**config.mk**
```make
export PLATFORM = sky130hd
export DESIGN_NAME = aes_controller_top
export DESIGN_NICKNAME = d
export VERILOG_FILES = /design/src/aes_ctrl_pkg.sv /design/src/logic/block_packer.sv /design/src/logic/block_fifo.sv /design/src/logic/mode_engine.sv /design/src/logic/word_serializer.sv /design/src/logic/aes_controller_top.sv
export SDC_FILE = /design/constraint.sdc
export NUM_CORES = 2
export LEC_CHECK = 0
export BUFFER_PORTS_ARGS = -buffer_cell sky130_fd_sc_hd__buf_2
export CORE_ASPECT_RATIO = 1.75
export CORE_MARGIN = 2
export CORE_UTILIZATION = 55
export CTS_CLUSTER_DIAMETER = 60
export CTS_CLUSTER_SIZE = 24
export DETAILED_ROUTE_END_ITERATION = 6
export PLACE_DENSITY_LB_ADDON = 0.3
export SETUP_SLACK_MARGIN = 0.15
export SYNTH_ARGS = -nofsm -noshare
export SYNTH_HDL_FRONTEND = slang
export SYNTH_MEMORY_MAX_BITS = 65536
export SYNTH_SLANG_ARGS = --single-unit
```
**constraint.sdc**
```tcl
create_clock -name clk -period 11.3 [get_ports clk]
set_input_delay 2.26 -clock clk [delete_from_list [all_inputs] [get_ports clk]]
set_output_delay 2.26 -clock clk [all_outputs]
set_load 0.01 [all_outputs]
```
**src/aes_ctrl_pkg.sv**
```systemverilog
`default_nettype none

package aes_ctrl_pkg;

	// ========================================
	// Widths and depths

	localparam int word_w        = 32;
	localparam int blk_w         = 128;
	localparam int key_w         = 256;
	localparam int words_per_blk = 4;

	// Block plus the last flag on top
	localparam int entry_w       = blk_w + 1;

	localparam int fifo_depth    = 16;
	localparam int fifo_aw       = 4;

	// ========================================
	// Command field codes

	localparam logic       op_encrypt = 1'b0;
	localparam logic       op_decrypt = 1'b1;

	localparam logic       ksz_128    = 1'b0;
	localparam logic       ksz_256    = 1'b1;

	localparam logic [2:0] mode_ecb   = 3'd0;
	localparam logic [2:0] mode_cbc   = 3'd1;

	// Mode engine FSM states
	localparam logic [1:0] eng_cmd     = 2'd0;
	localparam logic [1:0] eng_key1    = 2'd1;
	localparam logic [1:0] eng_key2    = 2'd2;
	localparam logic [1:0] eng_payload = 2'd3;

	// Command word layout, operation in bit 0
	typedef struct packed {
		logic [26:0] reserved;
		logic [2:0]  mode;
		logic        key_size;
		logic        op;
	} cmd_fields_t;

	typedef union packed {
		logic [word_w-1:0] raw;
		cmd_fields_t       fields;
	} cmd_word_u;

endpackage

`default_nettype wire

```
**src/logic/block_packer.sv**
```systemverilog
`timescale 1ns/1ps
`default_nettype none

module block_packer (
	input  wire                                 clk,
	input  wire                                 reset,

	input  wire                                 in_bus_data_wren,
	input  wire                                 in_bus_tlast,
	input  wire  [aes_ctrl_pkg::word_w-1:0]     in_bus_data,
	output logic                                controller_in_busy,

	output logic                                wr_valid,
	output logic [aes_ctrl_pkg::entry_w-1:0]    wr_data,
	input  wire                                 wr_ready
);

	logic [$clog2(aes_ctrl_pkg::words_per_blk)-1:0] word_idx;
	logic [aes_ctrl_pkg::blk_w-1:0]                 asm_data;
	logic [aes_ctrl_pkg::blk_w-1:0]                 asm_next;
	logic                                           close_entry;

	// Fourth word or an early tlast closes the entry
	assign close_entry = in_bus_data_wren &&
		(in_bus_tlast || word_idx == aes_ctrl_pkg::words_per_blk - 1);

	// Held entry or full FIFO blocks the sender
	assign controller_in_busy = wr_valid || !wr_ready;

	// ========================================
	// Assembly

	// Earlier words kept, new word in its slot, words above it zero
	always_comb begin
		for (int i = 0; i < aes_ctrl_pkg::words_per_blk; i++) begin
			if (i < word_idx) begin
				asm_next[i*aes_ctrl_pkg::word_w +: aes_ctrl_pkg::word_w] =
					asm_data[i*aes_ctrl_pkg::word_w +: aes_ctrl_pkg::word_w];
			end else if (i == word_idx) begin
				asm_next[i*aes_ctrl_pkg::word_w +: aes_ctrl_pkg::word_w] = in_bus_data;
			end else begin
				asm_next[i*aes_ctrl_pkg::word_w +: aes_ctrl_pkg::word_w] = '0;
			end
		end
	end

	always_ff @(posedge clk) begin
		if (in_bus_data_wren) begin
			asm_data <= asm_next;
		end
		if (close_entry) begin
			wr_data <= {in_bus_tlast, asm_next};
		end
	end

	// ========================================
	// Word index and hand-off

	always_ff @(posedge clk) begin
		if (reset) begin
			word_idx <= '0;
			wr_valid <= 1'b0;
		end else begin
			if (wr_valid && wr_ready) begin
				wr_valid <= 1'b0;
			end
			if (close_entry) begin
				word_idx <= '0;
				wr_valid <= 1'b1;
			end else if (in_bus_data_wren) begin
				word_idx <= word_idx + 1'b1;
			end
		end
	end

endmodule

`default_nettype wire

```
**src/logic/block_fifo.sv**
```systemverilog
`timescale 1ns/1ps
`default_nettype none

module block_fifo (
	input  wire                                 clk,
	input  wire                                 reset,

	input  wire                                 wr_valid,
	input  wire  [aes_ctrl_pkg::entry_w-1:0]    wr_data,
	output logic                                wr_ready,

	output logic                                rd_valid,
	output logic [aes_ctrl_pkg::entry_w-1:0]    rd_data,
	input  wire                                 rd_ready
);

	logic [aes_ctrl_pkg::entry_w-1:0] mem [aes_ctrl_pkg::fifo_depth];

	logic [aes_ctrl_pkg::fifo_aw-1:0] wr_ptr;
	logic [aes_ctrl_pkg::fifo_aw-1:0] rd_ptr;
	logic [aes_ctrl_pkg::fifo_aw:0]   count;

	logic                             wr_en;
	logic                             rd_en;

	assign wr_ready = (count != aes_ctrl_pkg::fifo_depth);
	assign rd_valid = (count != 0);

	assign wr_en = wr_valid && wr_ready;
	assign rd_en = rd_valid && rd_ready;

	// Head entry visible without a read cycle
	assign rd_data = mem[rd_ptr];

	always_ff @(posedge clk) begin
		if (wr_en) begin
			mem[wr_ptr] <= wr_data;
		end
	end

	// ========================================
	// Pointers and fill count

	always_ff @(posedge clk) begin
		if (reset) begin
			wr_ptr <= '0;
			rd_ptr <= '0;
			count  <= '0;
		end else begin
			if (wr_en) begin
				wr_ptr <= wr_ptr + 1'b1;
			end
			if (rd_en) begin
				rd_ptr <= rd_ptr + 1'b1;
			end
			if (wr_en && !rd_en) begin
				count <= count + 1'b1;
			end else if (rd_en && !wr_en) begin
				count <= count - 1'b1;
			end
		end
	end

	// ========================================
	// Checks

	// Never past full
	assert property (@(posedge clk) disable iff (reset)
		count <= aes_ctrl_pkg::fifo_depth);

	// Pointer distance keeps up with the count over every write and read
	assert property (@(posedge clk) disable iff (reset)
		count[aes_ctrl_pkg::fifo_aw-1:0] == wr_ptr - rd_ptr);

endmodule

`default_nettype wire

```
**src/logic/mode_engine.sv**
```systemverilog
`timescale 1ns/1ps
`default_nettype none

module mode_engine (
	input  wire                                 clk,
	input  wire                                 reset,

	input  wire                                 in_valid,
	input  wire  [aes_ctrl_pkg::entry_w-1:0]    in_data,
	output logic                                in_ready,

	output logic                                out_valid,
	output logic [aes_ctrl_pkg::entry_w-1:0]    out_data,
	input  wire                                 out_ready
);

	logic [1:0]                       state;
	aes_ctrl_pkg::cmd_word_u          cmd;
	logic                             iv_pending;

	logic [aes_ctrl_pkg::key_w-1:0]   key_reg;
	logic [aes_ctrl_pkg::blk_w-1:0]   work_key;
	logic [aes_ctrl_pkg::blk_w-1:0]   chain;
	logic [aes_ctrl_pkg::blk_w-1:0]   chain_next;

	logic [aes_ctrl_pkg::blk_w-1:0]   in_blk;
	logic                             in_last;
	logic [aes_ctrl_pkg::blk_w-1:0]   res_blk;
	logic                             emit;

	logic                             rd_en;
	logic                             take_payload;

	assign in_blk  = in_data[aes_ctrl_pkg::blk_w-1:0];
	assign in_last = in_data[aes_ctrl_pkg::blk_w];

	// Command and keys always accepted
	// Payload only when the result slot frees up this cycle
	assign in_ready = (state == aes_ctrl_pkg::eng_payload) ? (!out_valid || out_ready) : 1'b1;

	assign rd_en        = in_valid && in_ready;
	assign take_payload = rd_en && (state == aes_ctrl_pkg::eng_payload);

	// Whitening key from both halves
	assign work_key = key_reg[aes_ctrl_pkg::key_w-1:aes_ctrl_pkg::blk_w] ^
		key_reg[aes_ctrl_pkg::blk_w-1:0];

	// ========================================
	// Block transform

	always_comb begin
		emit       = 1'b0;
		res_blk    = in_blk ^ work_key;
		chain_next = chain;
		case (cmd.fields.mode)
			aes_ctrl_pkg::mode_ecb: begin
				emit = 1'b1;
			end
			aes_ctrl_pkg::mode_cbc: begin
				if (iv_pending) begin
					// IV only seeds the chain
					chain_next = in_blk;
				end else begin
					emit    = 1'b1;
					res_blk = in_blk ^ chain ^ work_key;
					// Chain always follows the ciphertext side
					if (cmd.fields.op == aes_ctrl_pkg::op_encrypt) begin
						chain_next = res_blk;
					end else begin
						chain_next = in_blk;
					end
				end
			end
			default: begin
				// Unsupported mode, payload is dropped
				emit = 1'b0;
			end
		endcase
	end

	// ========================================
	// Control FSM

	always_ff @(posedge clk) begin
		if (reset) begin
			state      <= aes_ctrl_pkg::eng_cmd;
			cmd.raw    <= '0;
			iv_pending <= 1'b0;
			out_valid  <= 1'b0;
		end else begin
			if (out_valid && out_ready) begin
				out_valid <= 1'b0;
			end
			if (take_payload && emit) begin
				out_valid <= 1'b1;
			end

			case (state)
				aes_ctrl_pkg::eng_cmd: begin
					if (rd_en) begin
						cmd.raw    <= in_data[aes_ctrl_pkg::word_w-1:0];
						iv_pending <= 1'b1;
						state      <= aes_ctrl_pkg::eng_key1;
					end
				end
				aes_ctrl_pkg::eng_key1: begin
					if (rd_en) begin
						if (cmd.fields.key_size == aes_ctrl_pkg::ksz_256) begin
							state <= aes_ctrl_pkg::eng_key2;
						end else begin
							state <= aes_ctrl_pkg::eng_payload;
						end
					end
				end
				aes_ctrl_pkg::eng_key2: begin
					if (rd_en) begin
						state <= aes_ctrl_pkg::eng_payload;
					end
				end
				default: begin
					if (take_payload) begin
						iv_pending <= 1'b0;
						if (in_last) begin
							state <= aes_ctrl_pkg::eng_cmd;
						end
					end
				end
			endcase
		end
	end

	// ========================================
	// Key, chain and result registers

	always_ff @(posedge clk) begin
		if (rd_en && state == aes_ctrl_pkg::eng_key1) begin
			key_reg[aes_ctrl_pkg::key_w-1:aes_ctrl_pkg::blk_w] <= in_blk;
			// Lower half stays zero for a 128-bit key
			key_reg[aes_ctrl_pkg::blk_w-1:0] <= '0;
		end
		if (rd_en && state == aes_ctrl_pkg::eng_key2) begin
			key_reg[aes_ctrl_pkg::blk_w-1:0] <= in_blk;
		end
		if (take_payload) begin
			chain <= chain_next;
			if (emit) begin
				out_data <= {in_last, res_blk};
			end
		end
	end

	// Result held steady while the output FIFO stalls
	assert property (@(posedge clk) disable iff (reset)
		out_valid && !out_ready |=> out_valid && $stable(out_data));

endmodule

`default_nettype wire

```
**src/logic/word_serializer.sv**
```systemverilog
`timescale 1ns/1ps
`default_nettype none

module word_serializer (
	input  wire                                 clk,
	input  wire                                 reset,

	input  wire                                 in_valid,
	input  wire  [aes_ctrl_pkg::entry_w-1:0]    in_data,
	output logic                                in_ready,

	output logic                                out_bus_tvalid,
	input  wire                                 out_bus_tready,
	output logic [aes_ctrl_pkg::word_w-1:0]     out_bus_tdata,
	output logic                                out_bus_tlast
);

	logic [aes_ctrl_pkg::entry_w-1:0]               cur_entry;
	logic [$clog2(aes_ctrl_pkg::words_per_blk)-1:0] word_idx;
	logic                                           last_word;

	assign last_word = (word_idx == aes_ctrl_pkg::words_per_blk - 1);

	// Next entry loads as the final word leaves
	assign in_ready = !out_bus_tvalid || (out_bus_tready && last_word);

	// Low word goes out first
	assign out_bus_tdata = cur_entry[word_idx*aes_ctrl_pkg::word_w +: aes_ctrl_pkg::word_w];
	assign out_bus_tlast = cur_entry[aes_ctrl_pkg::blk_w] && last_word;

	always_ff @(posedge clk) begin
		if (in_valid && in_ready) begin
			cur_entry <= in_data;
		end
	end

	always_ff @(posedge clk) begin
		if (reset) begin
			out_bus_tvalid <= 1'b0;
			word_idx       <= '0;
		end else begin
			if (in_valid && in_ready) begin
				out_bus_tvalid <= 1'b1;
				word_idx       <= '0;
			end else if (out_bus_tvalid && out_bus_tready) begin
				if (last_word) begin
					out_bus_tvalid <= 1'b0;
				end
				word_idx <= word_idx + 1'b1;
			end
		end
	end

	// Bus word and tlast frozen during a stall
	assert property (@(posedge clk) disable iff (reset)
		out_bus_tvalid && !out_bus_tready |=>
			out_bus_tvalid && $stable(out_bus_tdata) && $stable(out_bus_tlast));

endmodule

`default_nettype wire

```
**src/logic/aes_controller_top.sv**
```systemverilog
`timescale 1ns/1ps
`default_nettype none

module aes_controller_top (
	input  wire                                 clk,
	input  wire                                 reset,

	// Input bus
	input  wire                                 in_bus_data_wren,
	input  wire                                 in_bus_tlast,
	input  wire  [aes_ctrl_pkg::word_w-1:0]     in_bus_data,
	output logic                                controller_in_busy,

	// Output bus
	output logic                                out_bus_tvalid,
	input  wire                                 out_bus_tready,
	output logic [aes_ctrl_pkg::word_w-1:0]     out_bus_tdata,
	output logic                                out_bus_tlast
);

	wire                               in_fifo_wr_valid;
	wire                               in_fifo_wr_ready;
	wire [aes_ctrl_pkg::entry_w-1:0]   in_fifo_wr_data;
	wire                               in_fifo_rd_valid;
	wire                               in_fifo_rd_ready;
	wire [aes_ctrl_pkg::entry_w-1:0]   in_fifo_rd_data;

	wire                               out_fifo_wr_valid;
	wire                               out_fifo_wr_ready;
	wire [aes_ctrl_pkg::entry_w-1:0]   out_fifo_wr_data;
	wire                               out_fifo_rd_valid;
	wire                               out_fifo_rd_ready;
	wire [aes_ctrl_pkg::entry_w-1:0]   out_fifo_rd_data;

	// ========================================
	// Input stage

	block_packer packer_i (
		.clk                (clk),
		.reset              (reset),
		.in_bus_data_wren   (in_bus_data_wren),
		.in_bus_tlast       (in_bus_tlast),
		.in_bus_data        (in_bus_data),
		.controller_in_busy (controller_in_busy),
		.wr_valid           (in_fifo_wr_valid),
		.wr_data            (in_fifo_wr_data),
		.wr_ready           (in_fifo_wr_ready)
	);

	block_fifo in_fifo_i (
		.clk      (clk),
		.reset    (reset),
		.wr_valid (in_fifo_wr_valid),
		.wr_data  (in_fifo_wr_data),
		.wr_ready (in_fifo_wr_ready),
		.rd_valid (in_fifo_rd_valid),
		.rd_data  (in_fifo_rd_data),
		.rd_ready (in_fifo_rd_ready)
	);

	// ========================================
	// Processing and output stage

	mode_engine engine_i (
		.clk       (clk),
		.reset     (reset),
		.in_valid  (in_fifo_rd_valid),
		.in_data   (in_fifo_rd_data),
		.in_ready  (in_fifo_rd_ready),
		.out_valid (out_fifo_wr_valid),
		.out_data  (out_fifo_wr_data),
		.out_ready (out_fifo_wr_ready)
	);

	block_fifo out_fifo_i (
		.clk      (clk),
		.reset    (reset),
		.wr_valid (out_fifo_wr_valid),
		.wr_data  (out_fifo_wr_data),
		.wr_ready (out_fifo_wr_ready),
		.rd_valid (out_fifo_rd_valid),
		.rd_data  (out_fifo_rd_data),
		.rd_ready (out_fifo_rd_ready)
	);

	word_serializer serializer_i (
		.clk            (clk),
		.reset          (reset),
		.in_valid       (out_fifo_rd_valid),
		.in_data        (out_fifo_rd_data),
		.in_ready       (out_fifo_rd_ready),
		.out_bus_tvalid (out_bus_tvalid),
		.out_bus_tready (out_bus_tready),
		.out_bus_tdata  (out_bus_tdata),
		.out_bus_tlast  (out_bus_tlast)
	);

endmodule

`default_nettype wire

```
==> run summary <==
RSZ-0062 raised after global routing - no
Skew-Pair Late Insertion Delay - 0.99 ns
Final Cycle Share - 46.3%
Port Buffers - 71
Global-route wire length before repair - 620000 µm
Placer Congestion - 0.769
Detailed Route Iter0 Violations - 9407
DRT antenna net count - 0
Hold buffer count at CTS - 0
Power Dens Cells - 206 nW/µm²
Post-cts repair resize count - 0
Most common cell after layout, fill and taps aside - edfxtp_1
Synth Cell Area - 193000 µm²
Slew Viols, Final - 0
Area growth, synth to finish - 6.43%
Hold Path End - engine_i.cmd[1]
Crit path largest cell delay - 0.67 ns
Hold depth - 2
Initial antenna violation count - 26
WL final - 426000 µm
Share of cells above drive strength 1 - 20.8%
Worst hold path startpoint - engine_i.cmd[1]
DRC Markers - 0
Post-CTS Setup Inserts - 0
WP data arrival - 2.97 ns
Kind of critical path - reg2out
Initial core utilization - 55.1%
Die H - 788 µm
Leakage Power - 62.0 nW
Syn Nets - 8778
Core area - 351000 µm²
CTS buffer count - 240
Largest net degree at the start of global routing - 147
Clock Pin Slew Worst Setup and Hold Paths - 0.10 ns
Die X - 452 µm
Worst path bufs/invs - 2
Vias in the first global route - 89570
Pre-antenna DRT Iters - 5
Post-synth cell types - 53
FF+latch count, synth - 5040
Flop2flop setup slack - 6.67 ns
Reg2Reg Launch Point - out_fifo_i.count[1]
Number of vias per cell - 6.44
Avg WL per Cell - 31.7 µm
Die area - 356000 µm²
Fin Clk Skew - 0.0791 ns
Tmin final - 5.23 ns
Final setup TNS - 0 ns
Peak supply drop - 0.000271 V
Top cell type's share of synthesized area - 77.6%
Max Clk Rate - 191 MHz
Synthesized instance count - 8710
GR Util All Layers - 23.9%
Crit-path max FO - 20
Cell Rows - 288
Leading area contributor after synthesis - edfxtp_1
Delay-heaviest family, CP - buffers and inverters
Crit-path slowest cell - mux4_2
Average size of a mapped cell - 22.2 µm²
Actual slew at the worst max-slew pin - 1.35 ns
Slew HR - 9.96%
Max-Cap Viols - 0
CTS tree - yes
Final hold vios - 0
Sequential fraction of the synthesis area - 78.1%
Setup slack after layout - 6.07 ns
Top post-synthesis cells by area - edfxtp_1, mux4_2, xor2_1, xnor2_1, a22oi_1
CP endpoint kind - output port
Cell breakdown of the critical path - buf_4, mux4_2, buf_2
Nets - 8803
Clock sinks - 5040
Critical R2R Capture - out_fifo_i.mem[9][77]
I/O pins - 72
Status - completed
Yosys warns - 0
Pre-CTS WS - 6.63 ns
Req. time, crit path - 9.04 ns
Commonest cells after routing, fill and taps aside - edfxtp_1, mux4_2, xor2_1, xnor2_1, clkbuf_16
CTS H-tree depth - 4
Nature of the critical path startpoint - flop
Detailed-route via count - 86683
GRT Residual Overflow - 0
Worst hold path type - reg2reg
Worst-case reg-to-reg path depth - 6
Setup Viol. Count Final - 0
CTS root buf - clkbuf_16
Dpl hpwl - 229000 µm
CTS max path bufs - 4
==> Yosys cell counts (all sizes together) <==
library cell / number
a21o: 2
a22oi: 146
and2: 35
nand4b: 1
a21boi: 1
nor2: 251
and3b: 1
nor3: 19
nor3b: 1
o22ai: 111
o21ai: 35
or3: 3
nor2b: 58
a31oi: 1
nand3: 13
or3b: 1
or2: 3
and3: 129
xnor2: 265
nand2b: 10
o21a: 3
inv: 16
o31a: 1
nand2: 292
mux2: 33
dfxtp: 45
ha: 29
fa: 2
and4: 1
nand4: 5
edfxtp: 4995
o31ai: 1
buf: 228
xor2: 396
mux2i: 71
mux4: 1139
clkbuf: 209
a211oi: 51
a22o: 32
a21oi: 70
or4: 1
a41oi: 1
nor4: 2
a31o: 1
==> power breakdown <==
part	total (mW)	internal (mW)	leakage (nW)	switching [mW]
sequential	23.0	22.2	45.8	0.807
combinational	9.99	4.44	13.1	5.55
clock	9.43	3.96	3.17	5.47
==> routing by layer <==
| layer | routed length (µm) | vias to the layer above | global-route usage [%] |
|---|---|---|---|
| met2 | 224000 | 3482 | 42.1 |
| met1 | 162000 | 47071 | 32.0 |
| met4 | 11900 | 12 | 6.21 |
| li1 | - | 35536 | - |
| met3 | 28500 | 582 | 2.64 |
| met5 | 78 | - | 0 |
==> per-stage QoR <==
stage               hold slack [ns]  cell area, µm²  util, %  std cells  power, mW
global route                  0.505          206000     58.7      13459       44.1
floorplan                     0.431          193000        -       8710       30.8
CTS                           0.467          206000     58.7      13457       42.8
finish                        0.464          206000     58.7      13467       42.4
global placement              0.453          199000     56.8      13133       33.3
detailed placement            0.453          199000     56.8      13133       33.6
==> how the worst max path moves through the flow <==
| stage | startpoint | endpoint | slack, ns | cells after the start |
|---|---|---|---|---|
| 2_1_floorplan | out_bus_tready | out_fifo_i.count[4] | 0.35 | 11 |
| 3_3_place_gp | out_bus_tready | out_fifo_i.count[4] | 6.52 | 12 |
| 3_5_place_dp | out_bus_tready | out_fifo_i.count[4] | 6.63 | 12 |
| 4_1_cts | serializer_i.word_idx[0] | out_bus_tdata[13] | 5.94 | 3 |
| 5_1_grt | serializer_i.word_idx[0] | out_bus_tdata[13] | 5.94 | 3 |
| 6_report | serializer_i.word_idx[0] | out_bus_tdata[13] | 6.07 | 3 |
==> worst reg2reg max path: stages, from the launching register on <==
cell      delay, ns
dfxtp_1        0.44
nor4_2         0.09
a21boi_1       0.62
nand2_1        0.38
nor2_4         0.90
buf_4          0.85
buf_4          0.86
==> final cells by class <==
type	instances	area, µm²
multi-input cells	3217	40400
inverters	16	60.1
fillers	24089	145000
well taps	4640	5810
clock inverters	20	275
repair buffers	220	1860
clock buffers	304	6270
diodes	10	25.0
flip-flops and latches	5040	151000
==> cells by family after synthesis <==
family | after synthesis | synth area share, %
flops | 5040 | 78.1
mux | 1243 | 13.8
xor+xnor | 661 | 3.00
simple gates | 826 | 2.12
fa+ha+maj | 31 | 0.208
compound gates | 456 | 1.59
buf+inv | 453 | 1.18
(Power assumes the default switching activity.)
